--- config.mk ---
export PLATFORM = sky130hd
export DESIGN_NAME = byte_out_stage
export DESIGN_NICKNAME = d
export VERILOG_FILES = /design/src/common/rx_dump_pkg.sv /design/src/logic/byte_out_stage.sv
export VERILOG_INCLUDE_DIRS = /design/src /design/src/common
export SDC_FILE = /design/constraint.sdc
export NUM_CORES = 1
export LEC_CHECK = 0
export BUFFER_PORTS_ARGS = -buffer_cell sky130_fd_sc_hd__clkbuf_2
export CAP_MARGIN = 40
export CELL_PAD_IN_SITES_DETAIL_PLACEMENT = 0
export CELL_PAD_IN_SITES_GLOBAL_PLACEMENT = 2
export CORE_MARGIN = 5
export CORE_UTILIZATION = 21
export DETAILED_ROUTE_END_ITERATION = 16
export HOLD_SLACK_MARGIN = 0.03
export PLACE_DENSITY_LB_ADDON = 0.05
export SYNTH_ARGS = -nofsm -noshare
export SYNTH_HDL_FRONTEND = slang
export SYNTH_SLANG_ARGS = --single-unit
--- constraint.sdc ---
create_clock -name rx_mac_aclk -period 1.16 [get_ports rx_mac_aclk]
set_input_delay 0.232 -clock rx_mac_aclk [delete_from_list [all_inputs] [get_ports rx_mac_aclk]]
set_output_delay 0.232 -clock rx_mac_aclk [all_outputs]
set_load 0.02 [all_outputs]
--- src/common/rx_dump_params.svh ---
`ifndef RX_DUMP_PARAMS_SVH
`define RX_DUMP_PARAMS_SVH

// datapath widths
`define RX_QWORD_W 64        // one mac word
`define RX_STRB_W 8          // byte lanes per word
`define RX_ADDR_W 11         // 2048 word buffer
`define RX_CNT_W 32          // packet counter

// xgmii style byte codes
`define RX_START_CODE 8'hFB  // start, ctrl high
`define RX_PRE_CODE 8'h55    // preamble fill
`define RX_SFD_CODE 8'hD5    // start of frame delimiter
`define RX_TERM_CODE 8'hFD   // terminate, ctrl high
`define RX_IDLE_CODE 8'h07   // idle between packets, ctrl high

// fake crc bytes C1 C2 C3 C4, counted up from this base
`define RX_CRC_BASE 8'hC1

`endif

--- src/common/rx_dump_pkg.sv ---
`include "rx_dump_params.svh"

package rx_dump_pkg;

	// buffered mac word and its byte enables
	typedef logic [`RX_QWORD_W-1:0] qword_t;
	typedef logic [`RX_STRB_W-1:0] strb_t;

	typedef logic [`RX_ADDR_W-1:0] buf_addr_t; // word buffer address, wraps at depth

	typedef logic [7:0] byte_t; // one replayed byte

	typedef logic [`RX_CNT_W-1:0] pkt_cnt_t; // replayed packet count

	// replay sequencer states
	typedef enum logic [1:0] {
		IDLE,      // idle fill, waiting for rd_done
		PREAMBLE,  // FB, six 55, D5
		DATA,      // stored bytes, low lane first
		TRAILER    // C1..C4 then FD
	} seq_state_t;

endpackage

--- src/logic/byte_out_stage.sv ---
`timescale 1ns/1ns
`include "rx_dump_params.svh"

module byte_out_stage (
	input  logic               rx_mac_aclk,
	input  logic               reset,
	input  rx_dump_pkg::byte_t seq_byte,
	input  logic               seq_ctrl,
	input  logic               seq_valid,
	output rx_dump_pkg::byte_t rx_byte,
	output logic               rx_byte_ctrl,
	output logic               rx_byte_valid
);
	import rx_dump_pkg::*;

	byte_t byte_d; // idle filled next byte
	logic  ctrl_d;

	// no valid byte means idle 07 with ctrl set
	always_comb begin
		if (seq_valid) begin
			byte_d = seq_byte;
			ctrl_d = seq_ctrl;
		end else begin
			byte_d = `RX_IDLE_CODE;
			ctrl_d = 1'b1;
		end
	end

	// one cycle of latency on all three
	always_ff @(posedge rx_mac_aclk) begin
		if (reset) begin
			rx_byte       <= `RX_IDLE_CODE;
			rx_byte_ctrl  <= 1'b1;
			rx_byte_valid <= 1'b0;
		end else begin
			rx_byte       <= byte_d;
			rx_byte_ctrl  <= ctrl_d;
			rx_byte_valid <= seq_valid;
		end
	end

endmodule

### Word-level counts from Yosys, hierarchy flattened

Cells that the tools add are included.

| operators by class | value |
|---|---|
| bitwise operators | 1 |
| reduce and logical (&&, ||, !) cells | 1 |

Operators by type and width:

| cell | number |
|---|---|
| $reduce_or A2 Y1 | 1 |
| $not A1 Y1 | 1 |

| storage, ports and cells | value |
|---|---|
| input port bits | 12 |
| output and inout bits | 10 |
| word-level logic and storage cells | 5 |
| register bits after elaboration | 10 |

### Longest topological paths before layout

| depth | value |
|---|---|
| depth in word-level cells | 2 |
| mapped depth | 1 |
| depth with buffers taken out | 1 |

### Worst setup path after synthesis

Ideal clock, no wire load.

| timing | value |
|---|---|
| path kind | in2reg |
| start | input reset |
| end | register rx_byte[0] |
| arrival | 0.577 ns |
| setup time | 0.127 ns |
| slack | 0.456 ns |
| stages on the path | 1 |
| buffers on the path | 0 |
| data required time | 1.033 ns |
| cells stage by stage | or3b_1 |

| between the ends | value |
|---|---|
| longest elaborated chain between the ends | 1 |

RTL lines:

| item | RTL line | RTL |
|---|---|---|
| start, declared | byte_out_stage.sv:6 | `input logic reset,` |
| $reduce_or A2 Y1 (no line) | -- |  |
| end signal, assigned | byte_out_stage.sv:33 | `` rx_byte <= `RX_IDLE_CODE; `` |
| end signal, assigned | byte_out_stage.sv:37 | `rx_byte <= byte_d;` |
| end, declared | byte_out_stage.sv:10 | `output rx_dump_pkg::byte_t rx_byte,` |

Every way passes these cells.
A chain may end at the register's enable or synchronous reset.

### Worst setup path after layout

| timing | value |
|---|---|
| start | register rx_byte_valid |
| end | output rx_byte_valid |

RTL lines:

| item | RTL line | RTL |
|---|---|---|
| start, declared | byte_out_stage.sv:12 | `output logic rx_byte_valid` |
| start signal, assigned | byte_out_stage.sv:39 | `rx_byte_valid <= seq_valid;` |

No word-level cell between the ends.

==> out/metrics.cfg <==
[power_and_ir_drop]
swShare=0.212
power.leakage_nw=0.237
combPwrFrac=0.093
powerDensity_nw_per_um2=1630
clockPowerShare=0.417
seq_power_share=0.490
power.internal_uw=581
p_sw_uw=156
irDropWorstVdd_uv=676

[cells_and_area]
layout-drive-gt1-share=0.667
seq_area_um2=200
final_common_cell=clkbuf_2
fin_util=0.347
syn_to_final_growth_pct=54.9
antennaDiodeCount=0
nFillCells=143
final_nets=58
multiInputGateArea_um2=91.3
final_cell_mix=clkbuf_2 (21), dfxtp_1 (10), and3b_2 (5)

[global_routing]
grtUsageMet2=0.0989
grt_pass1_vias=232
grtUsageMet3=0.0575
antenna_found_initial=0
grt_max_degree=11
track_usage=0.0710
grt_first_pass_wirelength_um=979
grt-busiest-layer=met2
grt_use_met1=0.0706
globalRoute.totalOverflow=0

[synth]
synth_fp_nets=32
syn_inst=20
synthXorXnorAreaFrac=0
synth_fa_ha_area_frac=0
synth_compound_area_frac=0
synth_area_um2=292
ys_ff_latch=10
synth_top_family_by_area=simple AND/OR/NAND/NOR gates
synth.avg_cell_area_um2=14.6
synthSimpleGateAreaFrac=0.313
synthDistinctLibCells=4
synth_warnings=0
post_synth_mux_area_share=0
yosysSeqAreaShare=0.687

[critical_path]
cp_top_family=flip-flops
worstSetupPathType=flop to output port
cp_cell_sequence=clkbuf_2
cp-start-kind=flop
crit_arrival_ns=0.75
required_ns=0.93
cp_num_buf_inv=1
crit_path_top_delay_cell=dfxtp_1
worstPathMaxFanout=1
cp-end-kind=output port
max_stage_delay_ns=0.32

[timing]
fin_crit_sh=0.843
fmax_ghz=1.02
hold_viol=0
finalSetupViolations=0
slew_violations=0
min_period_ns=0.978
rsz0062_at_grt=false
tns_ns=0
tightestPinTransition_ns=0.151
relSlewSlack=0.899

[worst_hold_path]
hold_class=primary input to flop

[clock_tree]
clkSinkCount=10
holdBufCountCts=0
cts_buffers=3
cts_setup_buffers=0
cts.path.max_buffers=2
postCtsResizedCells=0
cts_root_buf=clkbuf_4
cts_tree=built
cts_max_level=1
cts.reportedPaths.clkPinSlew_ns=0.06

[routing]
first_iter_violations=2
vias_per_cell=3.93
postRouteAntennaNets=0
routedWlPerCell_um=10.9
vias=236
firstDrtPassIters=4
totalWireLength_um=651
post-route-drc-count=0

[placement]
portBuffers=21
place_congestion=0.564

[die]
fp.dieW_um=47.3
dieArea_um2=2230
core_um2=1300
chipHeight_um=47.3
start_util=0.224
num_rows=13
pin_count=22

[outcome]
status=finished, final reports clean

[job]
maxCapViolations=0

==> worst paths after layout <==
kind	to	depth (start not counted)	from	slack [ns]
setup / recovery	rx_byte_valid	1	rx_byte_valid	0.18
hold / removal	rx_byte_ctrl	2	seq_ctrl	0.15
==> power groups by stage <==
stage                     Combinational, mW  Sequential (mW)  Clock, mW
after floorplan                      0.0130            0.388          0
after global placement               0.0692            0.369          0
after detailed placement             0.0705            0.369          0
after CTS                            0.0706            0.361      0.320
after global routing                 0.0761            0.362      0.336
final                                0.0686            0.361      0.307
==> sequential cells by signal (all words and copies together) (netlist names) <==
name and cells:
rx_byte 8, rx_byte_ctrl 1, rx_byte_valid 1
==> cell families after synthesis <==
kind of cell / after synthesis
DFF: 10
and+or+nand+nor: 10
==> cell type report <==
type,count,area share
Clock buffer,4,0.0803
Multi-Input combinational cell,10,0.202
Sequential cell,10,0.443
Tap cell,15,0.0416
Timing Repair Buffer,21,0.233
==> stage by stage <==
| stage | std cells | hold WS (ns) | power [mW] | area, um^2 | worst slack (ns) |
|---|---|---|---|---|---|
| finish | 60 | 0.150 | 0.736 | 452 | 0.182 |
| floorplan | 20 | 0.304 | 0.401 | 292 | 0.456 |
| CTS | 60 | 0.141 | 0.752 | 452 | 0.163 |
| detailed placement | 56 | 0.418 | 0.440 | 415 | 0.267 |
| global placement | 56 | 0.421 | 0.438 | 415 | 0.279 |
| global route | 60 | 0.141 | 0.774 | 452 | 0.127 |
==> cells in the mapped netlist <==
cell / number / area share
and3b_2: 5 / 0.17
dfxtp_1: 10 / 0.69
nor2b_1: 1 / 0.021
or3b_1: 4 / 0.12
==> routing by layer <==
metal / wire length [um] / vias up / part of all wire
met3: 93 / 2 / 0.14
met5: 0 / - / 0
met2: 293 / 15 / 0.45
met1: 249 / 101 / 0.38
li1: - / 118 / -
met4: 14 / 0 / 0.022
No activity file was read; power rests on OpenSTA's default activity.
