<file path="src/common/rx_dump_params.svh">
`ifndef RX_DUMP_PARAMS_SVH
`define RX_DUMP_PARAMS_SVH

// datapath widths
`define RX_QWORD_W 64        // one mac word
`define RX_STRB_W 8          // byte lanes per word
`define RX_ADDR_W 11         // 2048 word buffer
`define RX_CNT_W 32          // packet counter

// xgmii style byte codes
`define RX_START_CODE 8'hFB  // start, ctrl high
`define RX_PRE_CODE 8'h55    // preamble fill
`define RX_SFD_CODE 8'hD5    // start of frame delimiter
`define RX_TERM_CODE 8'hFD   // terminate, ctrl high
`define RX_IDLE_CODE 8'h07   // idle between packets, ctrl high

// fake crc bytes C1 C2 C3 C4, counted up from this base
`define RX_CRC_BASE 8'hC1

`endif

</file>
<file path="src/common/rx_dump_pkg.sv">
`include "rx_dump_params.svh"

package rx_dump_pkg;

	// buffered mac word and its byte enables
	typedef logic [`RX_QWORD_W-1:0] qword_t;
	typedef logic [`RX_STRB_W-1:0] strb_t;

	typedef logic [`RX_ADDR_W-1:0] buf_addr_t; // word buffer address, wraps at depth

	typedef logic [7:0] byte_t; // one replayed byte

	typedef logic [`RX_CNT_W-1:0] pkt_cnt_t; // replayed packet count

	// replay sequencer states
	typedef enum logic [1:0] {
		IDLE,      // idle fill, waiting for rd_done
		PREAMBLE,  // FB, six 55, D5
		DATA,      // stored bytes, low lane first
		TRAILER    // C1..C4 then FD
	} seq_state_t;

endpackage

</file>
<file path="src/common/qword_if.sv">
`timescale 1ns/1ns

// read side of the word buffer plus the packet bounds
interface qword_if;
	import rx_dump_pkg::*;

	buf_addr_t rd_addr;    // read address from the sequencer
	qword_t    rd_data;    // registered, one cycle after rd_addr
	strb_t     rd_strb;    // strobe of the same word
	buf_addr_t start_addr; // first word of the latest packet
	buf_addr_t end_addr;   // one past the latest written word

	// buffer side
	modport capture (
		input  rd_addr,
		output rd_data,
		output rd_strb,
		output start_addr,
		output end_addr
	);

	// replay side
	modport seq (
		output rd_addr,
		input  rd_data,
		input  rd_strb,
		input  start_addr,
		input  end_addr
	);

endinterface

</file>
<file path="src/sequencer/byte_sequencer.sv">
`timescale 1ns/1ns
`include "rx_dump_params.svh"

module byte_sequencer (
	input  logic                   rx_mac_aclk,
	input  logic                   reset,
	input  logic                   rd_done,
	qword_if.seq                   qbuf,
	output rx_dump_pkg::byte_t     seq_byte,
	output logic                   seq_ctrl,
	output logic                   seq_valid,
	output logic                   busy,
	output rx_dump_pkg::pkt_cnt_t  pkt_cnt,
	output rx_dump_pkg::buf_addr_t mem_rd_start_address
);
	import rx_dump_pkg::*;

	seq_state_t state;
	logic [2:0] cnt;           // byte index inside preamble, word or trailer
	logic       rd_done_q;
	logic       rd_done_qq;
	logic       start;
	buf_addr_t  rd_ptr;        // fetch address, runs ahead of cur_addr from lane 6
	buf_addr_t  cur_addr;      // word being emitted
	buf_addr_t  next_addr;
	buf_addr_t  last_addr;     // last word of the packet
	logic       empty;         // no words stored since the previous bounds
	logic [3:0] last_lanes;    // bytes to send from the last word, 0 to 8
	logic [3:0] lanes;
	logic       cur_last;
	logic       next_last;
	logic       word_end;

	// contiguous run from lane 0, anything else sends nothing
	function automatic logic [3:0] run_len(input strb_t s);
		case (s)
			8'h01:   run_len = 4'd1;
			8'h03:   run_len = 4'd2;
			8'h07:   run_len = 4'd3;
			8'h0F:   run_len = 4'd4;
			8'h1F:   run_len = 4'd5;
			8'h3F:   run_len = 4'd6;
			8'h7F:   run_len = 4'd7;
			8'hFF:   run_len = 4'd8;
			default: run_len = 4'd0;
		endcase
	endfunction

	assign start     = rd_done_q && !rd_done_qq && (state == IDLE); // ignored while busy
	assign next_addr = cur_addr + 1'b1;
	assign cur_last  = (cur_addr == last_addr);
	assign next_last = (next_addr == last_addr);
	assign lanes     = cur_last ? last_lanes : 4'd8; // full words before the last
	assign word_end  = ({1'b0, cnt} == lanes - 4'd1);

	assign qbuf.rd_addr = rd_ptr;

	always_ff @(posedge rx_mac_aclk) begin
		if (reset) begin
			rd_done_q            <= 1'b0;
			rd_done_qq           <= 1'b0;
			state                <= IDLE;
			cnt                  <= '0;
			rd_ptr               <= '0;
			cur_addr             <= '0;
			last_addr            <= '0;
			empty                <= 1'b0;
			last_lanes           <= '0;
			pkt_cnt              <= '0;
			mem_rd_start_address <= '0;
		end else begin
			rd_done_q  <= rd_done;
			rd_done_qq <= rd_done_q;
			case (state)
				IDLE: begin
					if (start) begin // snapshot the bounds, fetch the last word first
						state                <= PREAMBLE;
						cnt                  <= '0;
						pkt_cnt              <= pkt_cnt + 1'b1;
						mem_rd_start_address <= qbuf.start_addr;
						cur_addr             <= qbuf.start_addr;
						last_addr            <= qbuf.end_addr - 1'b1;
						rd_ptr               <= qbuf.end_addr - 1'b1;
						empty                <= (qbuf.start_addr == qbuf.end_addr);
					end
				end
				PREAMBLE: begin
					cnt <= cnt + 1'b1; // wraps to 0 after the D5
					if (cnt == 3'd0)
						rd_ptr <= cur_addr; // first word lands by byte 2
					if (cnt == 3'd1)
						last_lanes <= run_len(qbuf.rd_strb); // last word strobe is out now
					if (cnt == 3'd7) begin
						if (empty)
							state <= IDLE; // preamble only
						else if (cur_last && last_lanes == 4'd0)
							state <= TRAILER; // single word, nothing to send
						else
							state <= DATA;
					end
				end
				DATA: begin
					if (cnt == 3'd6)
						rd_ptr <= rd_ptr + 1'b1; // prefetch so the next word is ready at lane 0
					if (word_end) begin
						cnt      <= '0;
						cur_addr <= next_addr;
						if (cur_last || (next_last && last_lanes == 4'd0))
							state <= TRAILER;
					end else begin
						cnt <= cnt + 1'b1;
					end
				end
				TRAILER: begin
					if (cnt == 3'd4) begin
						state <= IDLE;
						cnt   <= '0;
					end else begin
						cnt <= cnt + 1'b1;
					end
				end
				default: state <= IDLE;
			endcase
		end
	end

	// byte and ctrl from state and index
	always_comb begin
		seq_byte = `RX_IDLE_CODE;
		seq_ctrl = 1'b1;
		case (state)
			PREAMBLE: begin
				seq_ctrl = (cnt == 3'd0); // only FB is a control byte
				if (cnt == 3'd0)
					seq_byte = `RX_START_CODE;
				else if (cnt == 3'd7)
					seq_byte = `RX_SFD_CODE;
				else
					seq_byte = `RX_PRE_CODE;
			end
			DATA: begin
				seq_byte = qbuf.rd_data[{cnt, 3'b000} +: 8]; // low lane first
				seq_ctrl = 1'b0;
			end
			TRAILER: begin
				seq_ctrl = (cnt == 3'd4);
				seq_byte = (cnt == 3'd4) ? `RX_TERM_CODE : `RX_CRC_BASE + {5'd0, cnt};
			end
			default: ;
		endcase
	end

	assign seq_valid = (state != IDLE);
	assign busy      = (state != IDLE); // up to and including FD

endmodule

</file>
<file path="src/flat_wrapper.sv">
// flat-port wrapper written by rule: the top's interface ports become plain ports
module byte_sequencer_flat import rx_dump_pkg::*;
  (rx_mac_aclk, reset, rd_done, seq_byte, seq_ctrl, seq_valid, busy, pkt_cnt, mem_rd_start_address, qbuf_rd_addr, qbuf_rd_data, qbuf_rd_strb, qbuf_start_addr, qbuf_end_addr);
  qword_if qbuf_i ();
  input  logic rx_mac_aclk;
  input  logic reset;
  input  logic rd_done;
  output rx_dump_pkg::byte_t seq_byte;
  output logic seq_ctrl;
  output logic seq_valid;
  output logic busy;
  output rx_dump_pkg::pkt_cnt_t pkt_cnt;
  output rx_dump_pkg::buf_addr_t mem_rd_start_address;
  output wire logic [$bits(qbuf_i.rd_addr)-1:0] qbuf_rd_addr;
  input wire logic [$bits(qbuf_i.rd_data)-1:0] qbuf_rd_data;
  input wire logic [$bits(qbuf_i.rd_strb)-1:0] qbuf_rd_strb;
  input wire logic [$bits(qbuf_i.start_addr)-1:0] qbuf_start_addr;
  input wire logic [$bits(qbuf_i.end_addr)-1:0] qbuf_end_addr;
  assign qbuf_rd_addr = qbuf_i.rd_addr;
  assign qbuf_i.rd_data = qbuf_rd_data;
  assign qbuf_i.rd_strb = qbuf_rd_strb;
  assign qbuf_i.start_addr = qbuf_start_addr;
  assign qbuf_i.end_addr = qbuf_end_addr;
  byte_sequencer u_core (.rx_mac_aclk(rx_mac_aclk), .reset(reset), .rd_done(rd_done), .qbuf(qbuf_i), .seq_byte(seq_byte), .seq_ctrl(seq_ctrl), .seq_valid(seq_valid), .busy(busy), .pkt_cnt(pkt_cnt), .mem_rd_start_address(mem_rd_start_address));
endmodule
</file>
<file path="config.mk">
export PLATFORM = sky130hd
export DESIGN_NAME = byte_sequencer_flat
export DESIGN_NICKNAME = d
export VERILOG_FILES = /design/src/common/rx_dump_pkg.sv /design/src/common/qword_if.sv /design/src/sequencer/byte_sequencer.sv /design/src/flat_wrapper.sv
export VERILOG_INCLUDE_DIRS = /design/src /design/src/common
export SDC_FILE = /design/constraint.sdc
export NUM_CORES = 1
export LEC_CHECK = 0
export BUFFER_PORTS_ARGS = -buffer_cell sky130_fd_sc_hd__clkbuf_2
export CAP_MARGIN = 20
export CORE_UTILIZATION = 45
export DETAILED_ROUTE_END_ITERATION = 6
export GPL_TIMING_DRIVEN = 0
export HOLD_SLACK_MARGIN = 0.12
export PLACE_DENSITY = 0.71
export SYNTH_ARGS = -nofsm -noshare
export SYNTH_HDL_FRONTEND = slang
export SYNTH_SLANG_ARGS = --single-unit
</file>
<file path="constraint.sdc">
create_clock -name rx_mac_aclk -period 7.95 [get_ports rx_mac_aclk]
set_input_delay 1.1925 -clock rx_mac_aclk [delete_from_list [all_inputs] [get_ports rx_mac_aclk]]
set_output_delay 1.1925 -clock rx_mac_aclk [all_outputs]
set_load 0.02 [all_outputs]
</file>
# == Word-level counts from Yosys, hierarchy flattened ==
# Cells that the tools add are included.
# word_totals
register_bits,88
latch_bits,0
ram_bits,0
mem_bits_ro,0
input_bits,97
output_inout_bits,65
wordCells,88
memories,0
# classes
addsub,7
mul,0
n_div,0
order_cmp,0
eq_ne,26
shift,1
mux,26
n_bitwise,0
n_reduce_logical,17
# op_table
operator,n
64-bit by 7-bit indexed part select with 8-bit output,1
11-bit two-way mux,5
11-bit == test,3
11-bit one-hot mux with 3 select lines,1
32-bit by 1-bit adder with 32-bit output (second input constant),1
4-bit one-hot mux with 8 select lines,1
8-bit two-way mux,3
8-bit one-hot mux with 3 select lines,1
11-bit by 1-bit adder with 11-bit output (second input constant),2
11-bit one-hot mux with 2 select lines,1
2-bit by 1-bit inequality test with 1-bit output (second input constant),7
2-bit two-way mux,6
3-bit one-hot mux with 4 select lines,1
11-bit by 1-bit subtractor with 11-bit output (second input constant),1
3-bit == test (second input constant),3
3-bit two-way mux,3
7-bit by 4-bit adder with 8-bit output (first input constant),1
8-bit by 1-bit == test with 1-bit output (second input constant),1
8-bit by 2-bit == test with 1-bit output (second input constant),1
8-bit by 3-bit == test with 1-bit output (second input constant),1
8-bit by 4-bit == test with 1-bit output (second input constant),1
8-bit by 5-bit == test with 1-bit output (second input constant),1
8-bit by 6-bit == test with 1-bit output (second input constant),1
8-bit by 7-bit == test with 1-bit output (second input constant),1
23 further kinds,29

# == Depth between registers and ports, before layout ==
# logic_depth
ltp_word,7
depth_mapped,12
ltp_nobuf,10

# == Worst setup path after synthesis ==
# No wires, ideal clock.
# synth_path
path_kind,input to output
from,input port qbuf_rd_data[56]
to,output port seq_byte[0]
arrival_ps,2338
required_ps,6758
setup_slack_ps,4419
cell_stages,4
n_path_buf,0
cell_sequence,mux4_2 mux2_2 a211oi_1 o21ai_0
# synth_between
elab_chain_cells,2
# synth_lines
item,line_no,source
"start, declared",flat_wrapper.sv:15,input wire logic [$bits(qbuf_i.rd_data)-1:0] qbuf_rd_data;
64-bit by 7-bit indexed part select with 8-bit output,byte_sequencer.sv:142,"seq_byte = qbuf.rd_data[{cnt, 3'b000} +: 8];"
8-bit one-hot mux with 3 select lines,byte_sequencer.sv:131,case (state)
"end, declared",flat_wrapper.sv:8,output rx_dump_pkg::byte_t seq_byte;
# No other way between the ends.

# == Worst setup path in the final report ==
# layout_path
from,register u_core.cnt[1]
to,output port seq_byte[1]
# layout_between
elab_chain_cells,3
elab_cells_between_ends,7
cone_classes,1 x add/sub; 1 x eq/ne; 1 x shift; 3 x mux; 1 x reduce/logical
# layout_lines
item,line_no,source
"start, declared",byte_sequencer.sv:19,logic [2:0] cnt;
"start signal, assigned",byte_sequencer.sv:88,cnt <= cnt + 1'b1;
"start signal, assigned",byte_sequencer.sv:111,cnt <= cnt + 1'b1;
"start signal, assigned",byte_sequencer.sv:119,cnt <= cnt + 1'b1;
"7-bit by 4-bit adder with 8-bit output (no source line), or another cell as far along",-,
"8-bit two-way mux, on equally long branches","byte_sequencer.sv:147, byte_sequencer.sv:134",
8-bit one-hot mux with 3 select lines (*),byte_sequencer.sv:131,
# Mark *: on every way between the ends. The rest lies on a longest branch, timed or not.

==> impl_results.md <==
* Yosys Warn Count at 0
* End point of the critical path: seq_byte[1]
* Cell variety after synth at 63
* Vias at 5810
* Average cell area after synthesis at 8.31 um^2
* WP data required at 6.76 ns
* Detailed placement HPWL at 13000 um
* CP max FO at 10
* Largest net degree at the start of global routing at 16
* Worst EP arrival at 2.84 ns
* Vias in the first global route at 5489
* Flops & latches, synth at 88
* F_max at 248 MHz
* Post-layout min period at 4.03 ns
* R2R Setup Slk at 4.77 ns
* Synth Area in Compound Gates at 0.163
* Placed instance area at 0.00672 mm^2
* Via density at 5.64
* Post-synth EDFFs at 0
* Outcome: finished, final reports clean
* CP Class: flip-flop to output port
* # resized after CTS at 0
* Number of hold buffers added after CTS at 0
* Fin. Hold Viols at 0
* Nets at 969
* Slew Viols, Final at 0
* Inserted Diodes at 0
* Leakage at 2.83 nW
* Die X at 115 um
* Synth Cell Area at 0.00571 mm^2
* DRC viols at 0
* RD Place Congestion at 0.930
* Core box area at 0.0122 mm^2
* CP Launch Type: flip-flop
* Setup ws final at 3.92 ns
* Root Buffer: clkbuf_16
* Total CTS buffers at 9
* Syn Nets at 798
* Max incr delay on CP at 0.46 ns
* Max-cap viol count at 0
* Wire per inst at 16.1 um
* Largest family of logic cells by synthesized area: simple AND/OR/NAND/NOR gates
* Antenna-violating nets left at 0
* Post-Synth XOR/XNOR Area at 0.118
* H-tree depth at 3
* Clk buf depth at 2
* RSZ-0062 raised after global routing: no
* Clock sinks at 88
* Worst slack at placement at 4.28 ns
* Initial antenna violation count at 0
* Crit. Startpoint: u_core.cnt[1]
* Skew-Pair Late Insertion Delay at 0.35 ns
* Placed Cells at 1015
* Port bufs at 160
* CTS tree: built
* # setup viols final at 0
* Worst-Margin Slew at 0.826 ns
* Share of layout cells above drive strength 1 at 0.260
* Worst flop-to-flop path endpoint: u_core.pkt_cnt[31]
* Die footprint at 0.0131 mm^2
* Asr flop ratio synth at 0
* Syn-to-layout area delta at 23.6%
* All-layer global routing usage at 0.260
* First-pass GRT wire length at 26700 um
* GR Overflow Total at 0
* Primary FF master, synth: dfxtp_1
* Hold WS at 0.457 ns
* Setup TNS at 0 ns
* DRT Wirelength at 16600 um
* Die H at 115 um
* Iteration-0 DRC Markers at 354
* Final instance area at 0.00706 mm^2
* Cells after synthesis at 687
* CP endpoint kind: output port
* Starting Density at 0.468
* Pre-Repair DR Iteration Count at 5
* CP max-delay cell: clkbuf_1
* IO Pins at 162
* Cell Count, Final, Fillers Out at 1031
* Clock-pin slew on the worst setup and hold paths at 0.06 ns
* Seq/Total Area, Yosys at 0.309
* Hold Path Class: flip-flop to flip-flop
* P per Cell Area at 227 mW/mm^2
* Post-CTS Setup Repair Bufs at 0
* Register-to-Register Path Depth at 10
* Adder-cell share of the synthesized area at 0.0307
* Max VDD drop at 128 uV
* FP Rows at 40
* Tcrit/Tclk final at 0.507
* Mux cell area share after synthesis at 0.0872
* Simple-gate portion of the synthesized area at 0.247
* Critical path, cell by cell: clkbuf_1, buf_1, inv_1, ha_1, a22o_1, a21oi_1, o21ai_0, clkbuf_2
* Worst Skew at 0.00405 ns
* Slew margin rel. at 0.444
critical path, delay by kind of cell, from the launching register on:
kind,cells,cell delay (ns)
buffers and inverters,4,1.28
AOI/OAI and AO/OA,3,0.57
adders and majority gates,1,0.29
DFF,1,0.36
Yosys cell counts (all sizes together) (13+ instances only):
cell / instances / area share
a21oi: 52 / 0.046
nor3: 29 / 0.026
clkbuf: 30 / 0.020
ha: 14 / 0.031
nand3: 32 / 0.028
nor2: 82 / 0.054
o21ai: 15 / 0.013
xor2: 48 / 0.076
mux4: 16 / 0.063
dfxtp: 88 / 0.31
nand2: 73 / 0.048
inv: 19 / 0.012
nand4: 13 / 0.015
buf: 13 / 0.013
xnor2: 27 / 0.041
metrics by stage:
| step | util | total power [mW] |
|---|---|---|
| after detailed placement | 0.550 | 1.13 |
| after global routing | 0.578 | 1.69 |
| after CTS | 0.578 | 1.61 |
| after global placement | 0.550 | 1.13 |
| after floorplan | - | 0.947 |
| final | 0.578 | 1.60 |
registers in the layout, indices dropped and copies added, names as in the netlist, named ones only:
register and flops:
u_core.pkt_cnt 32, u_core.rd_done_q 1, u_core.mem_rd_start_address 11, u_core.rd_done_qq 1
u_core.state 1, u_core.last_addr 11, u_core.cnt 3, u_core.cur_addr 11
u_core.empty 1, u_core.last_lanes 4, u_core.qbuf.rd_addr 11
cell type report:
type | instances | area, um^2
buffer | 43 | 189
clock buffer | 11 | 253
clock inverter | 5 | 86.3
fill | 1196 | 5150
inverter | 19 | 71.3
multi-input combinational | 537 | 3690
sequential | 88 | 1760
tap | 168 | 210
timing repair buffer | 160 | 801
where the power goes:
part,total (mW),switching [mW],leakage (nW),internal [mW]
Clock,0.479,0.184,0.160,0.295
Combinational,0.586,0.357,1.95,0.229
Sequential,0.538,0.0539,0.715,0.484
Total,1.60,0.595,2.83,1.01
cell usage in the layout (no fill, tap or decap), types with 3 or more instances in the layout:
| cell | count |
|---|---|
| clkbuf_2 | 161 |
| dfxtp_1 | 88 |
| nor2_1 | 82 |
| nand2_1 | 73 |
| a21oi_1 | 52 |
| xor2_1 | 46 |
| nand3_1 | 32 |
| clkbuf_1 | 29 |
| nor3_1 | 28 |
| xnor2_1 | 27 |
| inv_1 | 19 |
| mux4_2 | 16 |
| o21ai_0 | 15 |
| ha_1 | 14 |
| nand4_1 | 12 |
| a211oi_1 | 11 |
| a32o_1 | 11 |
| a221oi_1 | 11 |
| nor4_1 | 9 |
| clkbuf_16 | 9 |
| and3_1 | 8 |
| a31oi_1 | 7 |
| and2_1 | 7 |
| mux2i_1 | 7 |
| buf_1 | 6 |
| mux2_2 | 6 |
| or3_1 | 5 |
| nor2b_1 | 4 |
| nand3b_1 | 4 |
| or4_1 | 4 |
| and4_1 | 4 |
| buf_2 | 3 |
| or2_2 | 3 |
| o211ai_1 | 3 |
| a211o_1 | 3 |
kinds of logic (layout without fill, tap and decap cells):
group                    after synthesis  count (layout)
multiplexers                          29              29
buffers and inverters                 62             238
AND/OR/NAND/NOR                      287             287
flip-flops                            88              88
AO/OA/AOI/OAI                        132             132
adder cells (fa/ha/maj)               14              14
XOR/XNOR                              75              75
layer usage:
layer,global-route usage,part of all wire,vias up
met4,0.114,0.023,0
li1,-,-,2822
met5,0,0,-
met1,0.331,0.44,2697
met2,0.424,0.45,264
met3,0.0545,0.090,27
worst min-delay path by stage:
stage                                    from                              to  slack (ns)  cells after the start
6_report       u_core.mem_rd_start_address[8]  u_core.mem_rd_start_address[8]        0.46                      2
5_1_grt        u_core.mem_rd_start_address[0]  u_core.mem_rd_start_address[0]        0.50                      2
4_1_cts        u_core.mem_rd_start_address[4]  u_core.mem_rd_start_address[4]        0.46                      2
3_5_place_dp   u_core.mem_rd_start_address[4]  u_core.mem_rd_start_address[4]        0.45                      2
3_3_place_gp   u_core.mem_rd_start_address[7]  u_core.mem_rd_start_address[7]        0.45                      2
2_1_floorplan                u_core.rd_done_q               u_core.rd_done_qq        0.43                      2
No activity file was read; power rests on OpenSTA's default activity.
